## src/eim_bus_pkg.sv

```systemverilog
package eim_bus_pkg;

   // ####################################################################
   // Bus geometry
   // ####################################################################

   localparam int DATA_W = 16;               // Multiplexed address/data lines
   localparam int ADDR_W = 19;               // Full bus address
   localparam int A_HI_W = ADDR_W - DATA_W;  // Separate upper address lines

   localparam int BURST_BEATS = 4;           // Data beats per register
   localparam int BEAT_CNT_W  = 3;           // Counts 0..BURST_BEATS

   // ####################################################################
   // Bus beat and readback
   // ####################################################################

   // One clock cycle of the bus as seen after the capture flops
   typedef struct packed {
      logic [DATA_W-1:0] ad;     // Lower address on adv beats, data otherwise
      logic [A_HI_W-1:0] a;      // Upper address
      logic              adv;    // Address valid
      logic              rw;     // High for read
      logic              cs;     // Chip select
   } bus_beat_t;

   // A readback source, or the registered pair on the data pins
   typedef struct packed {
      logic              oe;
      logic [DATA_W-1:0] data;
   } readback_t;

endpackage

```

## src/reg_map_pkg.sv

```systemverilog
package reg_map_pkg;

   // ####################################################################
   // Register payloads
   // ####################################################################

   // Control layout, also used by the threshold register
   typedef struct packed {
      logic        enable;
      logic [3:0]  mode;
      logic [26:0] divider;
      logic [31:0] limit;       // Words 0 and 1 of the burst
   } ctrl_word_t;

   // Four data lanes, lane0 is the first beat of a burst
   typedef struct packed {
      logic [eim_bus_pkg::DATA_W-1:0] lane3;
      logic [eim_bus_pkg::DATA_W-1:0] lane2;
      logic [eim_bus_pkg::DATA_W-1:0] lane1;
      logic [eim_bus_pkg::DATA_W-1:0] lane0;
   } pattern_word_t;

   // ####################################################################
   // Register map
   // ####################################################################

   // Word offsets from the bank base address
   localparam logic [eim_bus_pkg::ADDR_W-1:0] OFF_CTRL    = 'd0;
   localparam logic [eim_bus_pkg::ADDR_W-1:0] OFF_THRESH  = 'd1;
   localparam logic [eim_bus_pkg::ADDR_W-1:0] OFF_PATTERN = 'd2;

   localparam int NUM_REGS = 3;

endpackage

```

## src/bus_capture.sv

```systemverilog
`timescale 1ns/1ps

module bus_capture (
   input  logic                                clk,
   input  logic                                reset,
   input  logic [eim_bus_pkg::DATA_W-1:0]      bus_ad,
   input  logic [eim_bus_pkg::A_HI_W-1:0]      bus_a,
   input  logic                                adv,
   input  logic                                rw,
   input  logic                                cs,
   output eim_bus_pkg::bus_beat_t              beat
);

   // Single capture point for the whole bank; registers work off beat only
   always_ff @(posedge clk) begin
      beat.ad  <= bus_ad;
      beat.a   <= bus_a;
      beat.rw  <= rw;
      beat.adv <= adv;
      beat.cs  <= cs;

      // Keep cs and adv low so no register sees a burst start out of reset
      if (reset) begin
         beat.cs  <= 1'b0;
         beat.adv <= 1'b0;
      end
   end

endmodule

```

## src/burst_reg.sv

```systemverilog
`timescale 1ns/1ps

module burst_reg #(
   parameter logic [eim_bus_pkg::ADDR_W-1:0] MY_ADDR = '0,
   parameter type payload_t = logic [63:0]
) (
   input  logic                      clk,
   input  logic                      reset,
   input  eim_bus_pkg::bus_beat_t    beat,
   output payload_t                  q,
   output eim_bus_pkg::readback_t    rbk_src,
   output logic                      strobe
);

   localparam int PAYLOAD_W = $bits(payload_t);
   localparam int SEL_W     = $clog2(eim_bus_pkg::BURST_BEATS);

   // ####################################################################
   // Beat decode
   // ####################################################################

   logic                                  active;     // Burst to this register
   logic                                  wrote;      // Burst wrote a word
   logic [eim_bus_pkg::BEAT_CNT_W-1:0]    beat_cnt;   // Next word of the burst
   logic [SEL_W-1:0]                      word_sel;
   logic [PAYLOAD_W-1:0]                  store;

   logic addr_beat;
   logic data_beat;
   logic addr_hit;
   logic in_range;
   logic end_burst;

   assign addr_beat = beat.cs && beat.adv;
   assign data_beat = beat.cs && !beat.adv;
   assign addr_hit  = addr_beat && ({beat.a, beat.ad} == MY_ADDR);

   // Data beat that still lands in one of the four words
   assign in_range  = active && data_beat && (beat_cnt < eim_bus_pkg::BURST_BEATS);

   // cs low, or an address beat for somebody else
   assign end_burst = active && (!beat.cs || (addr_beat && !addr_hit));

   assign word_sel  = beat_cnt[SEL_W-1:0];

   // ####################################################################
   // Burst control
   // ####################################################################

   always_ff @(posedge clk) begin
      if (reset) begin
         active   <= 1'b0;
         wrote    <= 1'b0;
         beat_cnt <= '0;
         strobe   <= 1'b0;
      end else begin
         // Pulses once as active drops after a write burst
         strobe <= end_burst && wrote;

         if (addr_hit) begin
            active   <= 1'b1;
            wrote    <= 1'b0;
            beat_cnt <= '0;
         end else if (end_burst) begin
            active   <= 1'b0;
            wrote    <= 1'b0;
            beat_cnt <= '0;
         end else if (in_range) begin
            beat_cnt <= beat_cnt + 1'b1;    // Stops at BURST_BEATS
            if (!beat.rw) begin
               wrote <= 1'b1;
            end
         end
      end
   end

   // ####################################################################
   // Storage and readback
   // ####################################################################

   // Word 0 is the low 16 bits of the payload
   always_ff @(posedge clk) begin
      if (in_range && !beat.rw) begin
         store[word_sel*eim_bus_pkg::DATA_W +: eim_bus_pkg::DATA_W] <= beat.ad;
      end
   end

   assign q = payload_t'(store);

   // Word for the current read beat, registered downstream in the mux
   always_comb begin
      rbk_src.oe   = in_range && beat.rw;
      rbk_src.data = store[word_sel*eim_bus_pkg::DATA_W +: eim_bus_pkg::DATA_W];
   end

endmodule

```

## src/readback_mux.sv

```systemverilog
`timescale 1ns/1ps

module readback_mux #(
   parameter int NUM_SRC = 3
) (
   input  logic                      clk,
   input  logic                      reset,
   input  eim_bus_pkg::readback_t    src [NUM_SRC],
   output eim_bus_pkg::readback_t    rbk
);

   eim_bus_pkg::readback_t pick;

   // Lowest index wins; address decode keeps at most one source active
   always_comb begin
      pick = '0;
      for (int i = NUM_SRC - 1; i >= 0; i--) begin
         if (src[i].oe) begin
            pick = src[i];
         end
      end
   end

   // Output pair toward the data pins
   always_ff @(posedge clk) begin
      rbk <= pick;
      if (reset) begin
         rbk.oe <= 1'b0;
      end
   end

endmodule

```

## src/eim_reg_bank.sv

```systemverilog
`timescale 1ns/1ps

module eim_reg_bank #(
   parameter logic [eim_bus_pkg::ADDR_W-1:0] BASE_ADDR = '0
) (
   input  logic                                clk,
   input  logic                                reset,
   input  logic [eim_bus_pkg::DATA_W-1:0]      bus_ad,
   input  logic [eim_bus_pkg::A_HI_W-1:0]      bus_a,
   input  logic                                adv,
   input  logic                                rw,
   input  logic                                cs,
   output reg_map_pkg::ctrl_word_t             ctrl_q,
   output reg_map_pkg::ctrl_word_t             thresh_q,
   output reg_map_pkg::pattern_word_t          pattern_q,
   output logic                                ctrl_stb,
   output logic                                thresh_stb,
   output logic                                pattern_stb,
   output eim_bus_pkg::readback_t              rbk
);

   eim_bus_pkg::bus_beat_t   beat;
   eim_bus_pkg::readback_t   rbk_src [reg_map_pkg::NUM_REGS];

   // ####################################################################
   // Bus capture
   // ####################################################################

   bus_capture i_capture (
      .clk    (clk),
      .reset  (reset),
      .bus_ad (bus_ad),
      .bus_a  (bus_a),
      .adv    (adv),
      .rw     (rw),
      .cs     (cs),
      .beat   (beat)
   );

   // ####################################################################
   // Registers
   // ####################################################################

   burst_reg #(
      .MY_ADDR   (BASE_ADDR + reg_map_pkg::OFF_CTRL),
      .payload_t (reg_map_pkg::ctrl_word_t)
   ) i_ctrl (
      .clk     (clk),
      .reset   (reset),
      .beat    (beat),
      .q       (ctrl_q),
      .rbk_src (rbk_src[0]),
      .strobe  (ctrl_stb)
   );

   // Same layout as control
   burst_reg #(
      .MY_ADDR   (BASE_ADDR + reg_map_pkg::OFF_THRESH),
      .payload_t (reg_map_pkg::ctrl_word_t)
   ) i_thresh (
      .clk     (clk),
      .reset   (reset),
      .beat    (beat),
      .q       (thresh_q),
      .rbk_src (rbk_src[1]),
      .strobe  (thresh_stb)
   );

   burst_reg #(
      .MY_ADDR   (BASE_ADDR + reg_map_pkg::OFF_PATTERN),
      .payload_t (reg_map_pkg::pattern_word_t)
   ) i_pattern (
      .clk     (clk),
      .reset   (reset),
      .beat    (beat),
      .q       (pattern_q),
      .rbk_src (rbk_src[2]),
      .strobe  (pattern_stb)
   );

   // Readback path
   readback_mux #(
      .NUM_SRC (reg_map_pkg::NUM_REGS)
   ) i_rbk_mux (
      .clk   (clk),
      .reset (reset),
      .src   (rbk_src),
      .rbk   (rbk)
   );

endmodule

```

## config.mk

```make
export PLATFORM = sky130hd
export DESIGN_NAME = eim_reg_bank
export DESIGN_NICKNAME = d
export VERILOG_FILES = /design/src/eim_bus_pkg.sv /design/src/reg_map_pkg.sv /design/src/bus_capture.sv /design/src/burst_reg.sv /design/src/readback_mux.sv /design/src/eim_reg_bank.sv
export SDC_FILE = /design/constraint.sdc
export NUM_CORES = 1
export LEC_CHECK = 0
export ABC_AREA = 1
export BUFFER_PORTS_ARGS = -buffer_cell sky130_fd_sc_hd__buf_2
export CAP_MARGIN = 20
export CELL_PAD_IN_SITES_DETAIL_PLACEMENT = 0
export CELL_PAD_IN_SITES_GLOBAL_PLACEMENT = 1
export CORE_UTILIZATION = 38
export CTS_CLUSTER_DIAMETER = 60
export DETAILED_ROUTE_END_ITERATION = 7
export GPL_TIMING_DRIVEN = 0
export PLACE_DENSITY = 0.76
export SYNTH_ARGS = -nofsm -noshare
export SYNTH_HDL_FRONTEND = slang
export SYNTH_HIERARCHICAL = 1
export SYNTH_SLANG_ARGS = --single-unit
```

## constraint.sdc

```tcl
create_clock -name clk -period 2.2 [get_ports clk]
set_input_delay 0.55 -clock clk [delete_from_list [all_inputs] [get_ports clk]]
set_output_delay 0.55 -clock clk [all_outputs]
set_load 0.01 [all_outputs]
```

==> out/results.txt, run 1 <==
The flow ran to the end, and the final reports show no timing, DRC or antenna violations. Broken down by cell family, the worst path's largest delay share belongs to buffers and inverters. After detailed routing, no signal wire sits above met4. The total of buffers placed on input and output ports was 235. The number of clock sinks is 249.

Capture point of the worst reg-to-reg path: i_rbk_mux/rbk[5]$_DFF_P_. The critical path class is reg2reg. The run gives 0 as the number of DRC violations after detailed routing.

In this run the critical register-to-register path is launched from i_pattern/beat_cnt[0]$_SDFFE_PP0N_. Summing all placed instances gives a cell area of 12960 µm². For this block, wires on met1 add up to 16090 µm. Fill cells in the final layout number 2793.

The post-synthesis mux area share works out to 0. The leakage power of the design came out at 6.374 nW. For this block, the initial DRC count from the detailed router was 803.

The most used standard cell by instance count after synthesis was sky130_fd_sc_hd__nor2_1. The tools report the total global-route track usage as 0.2525. The parity-gate share of the synthesized area counting xor and xnor cells came out at 0.002357. The width of the die works out to 173.3 µm.

The congestion estimate from routability-driven global placement came to 0.9030. The number of antenna diodes in the final layout is 0. Top cell type's share of synthesized area: 0.5172. The global-route wire length before repair is 56410 µm, and the area taken by multi-input logic gates is 3620 µm².

The tools report the HPWL after detailed placement as 28370 µm. Sorting the synthesized cells by area gives the leading types as sky130_fd_sc_hd__edfxtp_1 52%, sky130_fd_sc_hd__nor2_1 13%, sky130_fd_sc_hd__dfxtp_1 10%. The depth of the CTS H-tree was 1; the tightest hold margin was 0.1145 ns. Dividing the detail-routed via count by the number of cells gives 5.158. Each instance of the synthesized netlist takes up on average 9.577 µm². The number of endpoints with negative hold slack in the final report is 0, and the area added between synthesis and finish is 25.76%. For the clock skew, the log shows 0.01248 ns. STA classifies the critical path endpoint as a flip-flop. The most common cell type on the critical path is sky130_fd_sc_hd__nor2_1.

Dividing the detail-routed wire length by the instance count gives 20.99 µm. The slowest stage of the critical path belongs to the cell sky130_fd_sc_hd__clkbuf_1. By area, the combinational part of the netlist is dominated by simple AND/OR/NAND/NOR gates.

For this design, the CTS-stage hold fixing added 0 buffers. Counting along the longest clock path gives a buffer depth of 3. The number of buffers inserted during clock tree synthesis was 27.

Clock-pin slew was measured on the worst setup and hold paths at 0.06 ns. The synthesized design contains 192 enable-type register cells. The logs give 11150 µm² for the combined area of all synthesized cells and 14020 µm² for the post-route cell area. The fraction of the cycle the final worst path needs is 0.9633. The portion of the post-synthesis area used by sequential elements is 0.6195. The floorplan has 62 rows. The tools report the total negative slack as 0 ns. The post-synthesis simple-gate area fraction is 0.2159. Setup repair after global routing left no endpoint under its margin.

The count of nets left with antenna violations once routing finished came out at 0. Detailed routing placed a total of 17790 µm of wire on met2. For the met3 routed wirelength, the log shows 3282 µm. For this design the ratio of total power to cell area is 702.7 nW/µm². Walking the worst path, the cells encountered are buf_4 -> inv_4 -> clkbuf_1 -> o21ai_0 -> o22ai_1 -> nand2_1 -> nor2_1 -> nor2_1 -> nor2_1.

The final layout contains 1479 nets. The number of nets handed over by synthesis was 1206. The worst setup path is launched from a flip-flop. Headroom to the max-slew limit: 0.5424. The compound-gate portion of the synthesized area was 0.07654; the highest attainable clock frequency was 471.9 MHz. The sequential cell area was 6923 µm²; the required time of the critical path was 2.67 ns. The tool flagged a number of max-cap violations equal to 0. Measured in cells, the most critical reg-to-reg path has a length of 9.

The number of global-route vias before repair is 9180. Flop-to-flop setup slack: 0.08 ns. For the initial antenna violation count, the log shows 0. Ranked by instance count, the synthesized netlist is headed by 390 x sky130_fd_sc_hd__nor2_1, 192 x sky130_fd_sc_hd__edfxtp_1, 105 x sky130_fd_sc_hd__inv_1. The clock latency on the worst-skew pair was 0.53 ns; the pin count of the biggest net entering global routing was 17.

For this run, the slowest stage of the critical path takes 0.43 ns. The share of synthesized flip-flops with an asynchronous set or reset was 0; the total congestion overflow after global routing was 0. CTS placed an instance of sky130_fd_sc_hd__clkbuf_16 at the clock tree root. The tools report the die outline area as 30030 µm².

The completed layout was analyzed and its total power is 9.851 mW. At the worst endpoint, the arrival time is 2.59 ns. The pre-antenna-repair detailed-routing pass consisted of 6 iterations. The most critical setup path has its startpoint at i_pattern/beat_cnt[0]$_SDFFE_PP0N_. The run gives 31 as the number of unique standard cell types used by synthesis. TritonCTS built the clock tree.

The chip height was 173.3 µm; the gate count after technology mapping was 1164. The routed layout has 9495 vias. The tools report the max-slew violation total from the final report as 0.

The worst hold path class was in2reg. The share of the core filled with cells is 0.4871, and the share of cells above drive strength 1 is 0.2745. Of all nets on the critical path, the largest fanout is 10. The tools report the critical path capture point as i_rbk_mux/rbk[5]$_DFF_P_.

Across the VDD grid, the largest voltage drop is 0.6653 mV. The synthesized design spends more area on one cell type than any other, namely sky130_fd_sc_hd__edfxtp_1. The worst path in the final design needs a cycle of 2.119 ns, including I/O delays and setup. The number of register bits inferred by synthesis is 249. For the pin with the worst max-slew slack, the measured transition is 0.6854 ns. Among all flip-flop cells after synthesis, the most frequent one is sky130_fd_sc_hd__edfxtp_1. Counting both buffers and inverters, the worst setup path holds a total of 3.

For the core region area, the log shows 28780 µm². The starting density of the core is 0.3874, and the number of warning messages in the yosys log is 6. Share of synthesized cell area in full adder, half adder and majority cells: 0.02020.

Counting buffers and inverters, the worst setup path is 9 cells deep. The routed design has 38650 µm of wire. During I/O placement, the number of pins put on the boundary was 236. The count of final setup violators is 0.
==> kinds of logic after synthesis <==
family / after synthesis
buf+inv: 164
compound gates: 157
fa+ha+maj: 18
flops: 249
xor+xnor: 3
simple gates: 573
==> where the power goes <==
group	switching (mW)	leakage [nW]	internal, mW
Clock	1.89	0.443	2.71
Sequential	0.0882	2.54	5.03
Combinational	0.0966	3.39	0.0480
==> cell type report <==
type	instances	area share
sequential	249	0.4938
multi-input combinational	751	0.2582
timing repair buffer	248	0.09514
clock buffer	29	0.05096
tap	384	0.03427
inverter	115	0.03159
buffer	45	0.02222
clock inverter	20	0.01383
==> metrics by stage <==
step / worst slack, ns / cells
floorplan: 0.03624 / 1164
global placement: -0.8003 / 1783
detailed placement: -0.4801 / 1793
CTS: -0.02148 / 1841
global route: 0.008015 / 1841
finish: 0.08078 / 1841
==> repair_timing <==
action / 4_1_cts / 5_1_grt
buffers inserted: 1 / 2
hold endpoints to repair: 0 / 0
endpoints found under the setup margin: 241 / 148
resized for setup: 24 / 21
==> metal layers <==
layer  GRT usage  vias to the layer above
li1            -                     4402
met1      0.3414                     4519
met2      0.4001                      479
met3     0.04671                       95
met4      0.1029                        0
met5           0                        -
==> layout by cell type, fill, tap and decap left out, drive strengths merged <==
cell / Yosys / layout
o22ai: 48 / 48
o21ai: 102 / 102
a21boi: 3 / 3
xor2: 3 / 3
clkinv: 0 / 11
clkbuf: 9 / 42
ha: 18 / 18
nor2: 396 / 396
edfxtp: 192 / 192
dfxtp: 57 / 57
nand2: 109 / 109
inv: 115 / 116
or2: 3 / 3
buf: 40 / 280
nand3: 19 / 19
clkinvlp: 0 / 5
a21oi: 4 / 4
nand4: 6 / 6
nor3: 40 / 40
bufinv: 0 / 3
==> worst min-delay path by stage <==
stage	from	endpoint	slack, ns	cells past startpoint
finish	bus_ad[4]	i_capture/beat[10]$_DFF_P_	0.11	1
detailed placement	i_pattern/wrote$_SDFFE_PP0P_	i_pattern/strobe$_SDFF_PP0_	0.47	2
floorplan	i_ctrl/wrote$_SDFFE_PP0P_	i_ctrl/strobe$_SDFF_PP0_	0.44	2
global placement	i_thresh/wrote$_SDFFE_PP0P_	i_thresh/strobe$_SDFF_PP0_	0.47	2
CTS	bus_ad[9]	i_capture/beat[15]$_DFF_P_	0.10	1
global route	bus_ad[13]	i_capture/beat[19]$_DFF_P_	0.10	1
==> worst register-to-register path: stages (launching register included) <==
cell	delay (ns)
sky130_fd_sc_hd__dfxtp_1	0.35
sky130_fd_sc_hd__buf_4	0.19
sky130_fd_sc_hd__inv_4	0.11
sky130_fd_sc_hd__clkbuf_1	0.43
sky130_fd_sc_hd__o21ai_0	0.15
sky130_fd_sc_hd__o22ai_1	0.30
sky130_fd_sc_hd__nand2_1	0.12
sky130_fd_sc_hd__nor2_1	0.20
sky130_fd_sc_hd__nor2_1	0.12
sky130_fd_sc_hd__nor2_1	0.10
==> registers in the layout, summed over array words and instances (netlist names), 3 cells and up <==
register            flops
i_capture/beat         22
i_ctrl/beat_cnt         3
i_ctrl/q               64
i_pattern/beat_cnt      3
i_pattern/q            64
i_rbk_mux/rbk          17
i_thresh/beat_cnt       3
i_thresh/q             64
Note: power is estimated with default switching activity, not from simulation.
==> inputs of run 2 (changes only) <==
--- a/config.mk
+++ b/config.mk
@@ -10,12 +10,12 @@
 export CAP_MARGIN = 20
 export CELL_PAD_IN_SITES_DETAIL_PLACEMENT = 0
 export CELL_PAD_IN_SITES_GLOBAL_PLACEMENT = 1
-export CORE_UTILIZATION = 38
+export CORE_UTILIZATION = 37
 export CTS_CLUSTER_DIAMETER = 60
 export DETAILED_ROUTE_END_ITERATION = 7
 export GPL_TIMING_DRIVEN = 0
-export PLACE_DENSITY = 0.76
+export PLACE_DENSITY = 0.74
+export SETUP_SLACK_MARGIN = 0.5
 export SYNTH_ARGS = -nofsm -noshare
 export SYNTH_HDL_FRONTEND = slang
-export SYNTH_HIERARCHICAL = 1
 export SYNTH_SLANG_ARGS = --single-unit
==> run 2 against run 1 <==
Cell count is 4.2% higher. Routed wire length is 9.7% higher. Final area is 10% higher. Worst setup slack better by 0.33 ns. Combinational power is 29% higher. Global-route usage is 1.5 points higher. Synthesized area is 1.4% lower. Register-to-register slack better by 0.33 ns. Synthesized cell count is 1.5% lower. Critical path depth is 7 lower. Power is 1.1% higher. Sequential cell count stayed put.
==> out/results.txt, run 2 <==
Combined area of all synthesized cells: 10990 µm² (was 11150 µm²). The logs give 0.5347 (was 0.4871) for the share of the core filled with cells and 2615 (was 2793) for the number of filler cells placed in the layout. The total of buffers placed on input and output ports was 234 (was 235); the number of endpoints with negative hold slack in the final report was 0 (unchanged).

TritonCTS built the clock tree. Top cell types by occurrence after synthesis: 280 x sky130_fd_sc_hd__nor2_1, 192 x sky130_fd_sc_hd__edfxtp_1, 160 x sky130_fd_sc_hd__nand2_1 (was 390 x sky130_fd_sc_hd__nor2_1, 192 x sky130_fd_sc_hd__edfxtp_1, 105 x sky130_fd_sc_hd__inv_1). The post-placement cell area is 12820 µm² (was 12960 µm²), and the number of cells on the worst hold path is 1 (unchanged). The global-route wire length before repair was 59210 µm (was 56410 µm); the average size of a mapped cell was 9.588 µm² (was 9.577 µm²).

The number of iterations in the first detailed-routing pass was 5 (was 6); the share of cells above drive strength 1 was 0.3752 (was 0.2745). The width of the die works out to 174.3 µm (was 173.3 µm). The number of clock sinks was 249 (unchanged). The number of nets at the end of the flow came out at 1555 (was 1479). The type of destination of the critical path is a flip-flop (unchanged).

The initial antenna violation count was 0 (unchanged); the number of buffers inserted during clock tree synthesis was 28 (was 27). Arrival time reported for the critical path endpoint: 2.13 ns (was 2.59 ns). The total negative slack was 0 ns (unchanged); the global placer's final weighted congestion was 0.9713 (was 0.9030). The total global-route track usage was 0.2678 (was 0.2525); the number of buffers on the longest clock path was 3 (unchanged). The average detailed-routed wire length per instance works out to 22.09 µm (was 20.99 µm). The logs give 559.2 MHz (was 471.9 MHz) for the highest attainable clock frequency and 0.4188 (was 0.5424) for the headroom to the max-slew limit. The tools report the clock latency on the worst-skew pair as 0.55 ns (was 0.53 ns).

The run gives 0 (unchanged) as the max-capacitance violation count. The number of enable flip-flop cells after synthesis was 192 (unchanged); the number of global-route vias before repair was 9349 (was 9180). Shortest clock period the worst path allows after layout: 1.788 ns (was 2.119 ns). The number of cells on the worst reg-to-reg path works out to 2 (was 9). The detailed-route wire length is 42400 µm (was 38650 µm).

Top cell type's share of synthesized area: 0.5247 (was 0.5172). The share of synthesized flip-flops with an asynchronous set or reset is 0 (unchanged). The required time of the critical path was 2.54 ns (was 2.67 ns).

The logs give 0 (unchanged) for the number of antenna diodes and 0 (unchanged) for the count of final setup violators. The clock skew is 0.01599 ns (was 0.01248 ns), and the pin count of the biggest net entering global routing is 17 (unchanged). The power density over cell area came out at 643.8 nW/µm² (was 702.7 nW/µm²). Cell type with the highest aggregate area in the netlist: sky130_fd_sc_hd__edfxtp_1 (unchanged).

Detail-routed via count per cell: 5.200 (was 5.158). The tools report the post-route cell area as 15470 µm² (was 14020 µm²). The most used standard cell by instance count after synthesis is sky130_fd_sc_hd__nor2_1 (unchanged).

The run gives 1088 (was 803) as the first-iteration detailed-routing DRC count. The maximum VDD drop was 0.4922 mV (was 0.6653 mV); the number of register bits inferred by synthesis was 249 (unchanged). The fraction of the cycle the final worst path needs is 0.8128 (was 0.9633).

The area added between synthesis and finish works out to 40.80% (was 25.76%). Top area cells in the synthesized netlist: sky130_fd_sc_hd__edfxtp_1 52%, sky130_fd_sc_hd__dfxtp_1 10%, sky130_fd_sc_hd__nor2_1 9.6% (was sky130_fd_sc_hd__edfxtp_1 52%, sky130_fd_sc_hd__nor2_1 13%, sky130_fd_sc_hd__dfxtp_1 10%). For the number of unique standard cell types used by synthesis, the log shows 31 (unchanged). The core region area is 28940 µm² (was 28780 µm²), and the depth of the CTS H-tree is 1 (unchanged). The starting density of the core is 0.3797 (was 0.3874).

The worst hold path class is in2reg (unchanged). The number of warning messages in the yosys log was 0 (was 6); the overall via count from detail_route was 9978 (was 9495). For the total congestion overflow after global routing, the log shows 0 (unchanged). The commonest register cell after synthesis was sky130_fd_sc_hd__edfxtp_1 (unchanged). The tools report the number of standard-cell rows in the floorplan as 62 (unchanged).

The gate count after technology mapping is 1146 (was 1164). The die outline area is 30390 µm² (was 30030 µm²), and the maximum fanout encountered on the critical timing path is 10 (unchanged). For the post-layout total power, the log shows 9.961 mW (was 9.851 mW).

Max-slew violation total from the final report: 0 (unchanged). The leakage power of the design was 6.813 nW (was 6.374 nW); the synthesized netlist net count was 1188 (was 1206). Setup repair after global routing could not meet its margin everywhere. For the count of boundary I/O pins, the log shows 236 (unchanged). The HPWL after detailed placement is 29420 µm (was 28370 µm). The kind of launch point of the worst setup path is a flip-flop (unchanged). The tools report the tightest hold margin as 0.09997 ns (was 0.1145 ns). The portion of the post-synthesis area used by sequential elements is 0.6286 (was 0.6195).

Critical path class: reg2reg (unchanged). The buffer cell driving the clock tree root was sky130_fd_sc_hd__clkbuf_16 (unchanged). The slew at the pin closest to its max-slew limit was 0.8665 ns (was 0.6854 ns). Most frequent cells in the layout: 239 x sky130_fd_sc_hd__nor2_1, 239 x sky130_fd_sc_hd__buf_2, 192 x sky130_fd_sc_hd__edfxtp_1 (was 378 x sky130_fd_sc_hd__nor2_1, 251 x sky130_fd_sc_hd__buf_2, 192 x sky130_fd_sc_hd__edfxtp_1). Number of antenna-violating nets in the routed design: 0 (unchanged).

The flow ran to the end, and the final reports show no timing, DRC or antenna violations. The chip height works out to 174.3 µm (was 173.3 µm). The clock-pin slew on the worst setup and hold paths was 0.06 ns (about the same).

The tools report the number of DRC violations after detailed routing as 0 (unchanged).
run 2: worst paths after layout:
path	from	endpoint	slack [ns]
max	i_capture.beat[15]$_DFF_P_	i_ctrl.q[41]$_DFFE_PP_	0.41
min	bus_ad[2]	i_capture.beat[8]$_DFF_P_	0.1
max reg2reg	i_capture.beat[15]$_DFF_P_	i_ctrl.q[41]$_DFFE_PP_	0.41
min reg2reg	i_pattern.wrote$_SDFFE_PP0P_	i_pattern.strobe$_SDFF_PP0_	0.45
run 2: worst max-delay path, cell delays in order (launching register included):
cell and delay, ns:
sky130_fd_sc_hd__dfxtp_1 0.39, sky130_fd_sc_hd__clkinv_1 0.71, sky130_fd_sc_hd__nor3_1 0.49
run 2: per-layer routing:
| metal | vias up | part of all wire | GRT usage |
|---|---|---|---|
| li1 | 4543 | - | - |
| met1 | 4793 | 0.42 | 0.3639 |
| met2 | 551 | 0.47 | 0.4333 |
| met3 | 91 | 0.079 | 0.04046 |
| met4 | 0 | 0.038 | 0.09722 |
| met5 | - | 0 | 0 |
run 2: layout make-up:
class	count	area, µm²	area share
clock inverters	9	72.57	0.004691
flip-flops and latches	249	6930	0.4480
clock buffers	43	852.1	0.05507
inverters	105	471.7	0.03049
repair buffers	337	2188	0.1414
plain buffers	58	586.8	0.03793
well taps	384	480.5	0.03106
multi-input cells	734	3889	0.2514
run 2: kinds of logic (layout without fill, tap and decap cells):
group | count (synthesis) | in the layout | synth area share
AO/OA/AOI/OAI | 120 | 120 | 0.05694
XOR/XNOR | 3 | 3 | 0.002392
adder cells (fa/ha/maj) | 18 | 18 | 0.02050
buffers and inverters | 163 | 552 | 0.06183
flip-flops | 249 | 249 | 0.6286
AND/OR/NAND/NOR | 593 | 593 | 0.2298
run 2: through the flow:
stage	cells	setup WS (ns)
global placement	1764	-0.1912
CTS	1886	0.4664
floorplan	1146	0.3662
global route	1919	0.3729
finish	1919	0.4118
detailed placement	1764	-0.2168
run 2: power by group:
| part | internal (mW) | switching, mW |
|---|---|---|
| registers | 5.03 | 0.0471 |
| logic | 0.0481 | 0.139 |
| clock network | 2.77 | 1.93 |
run 2: timing repair:
item / in CTS / in global routing
setup endpoints to repair: 461 / 305
hold buffers: 0 / 0
resized for setup: 119 / 108
pin swaps: 21 / 10
buffers inserted: 65 / 33
gates cloned: 5 / 0
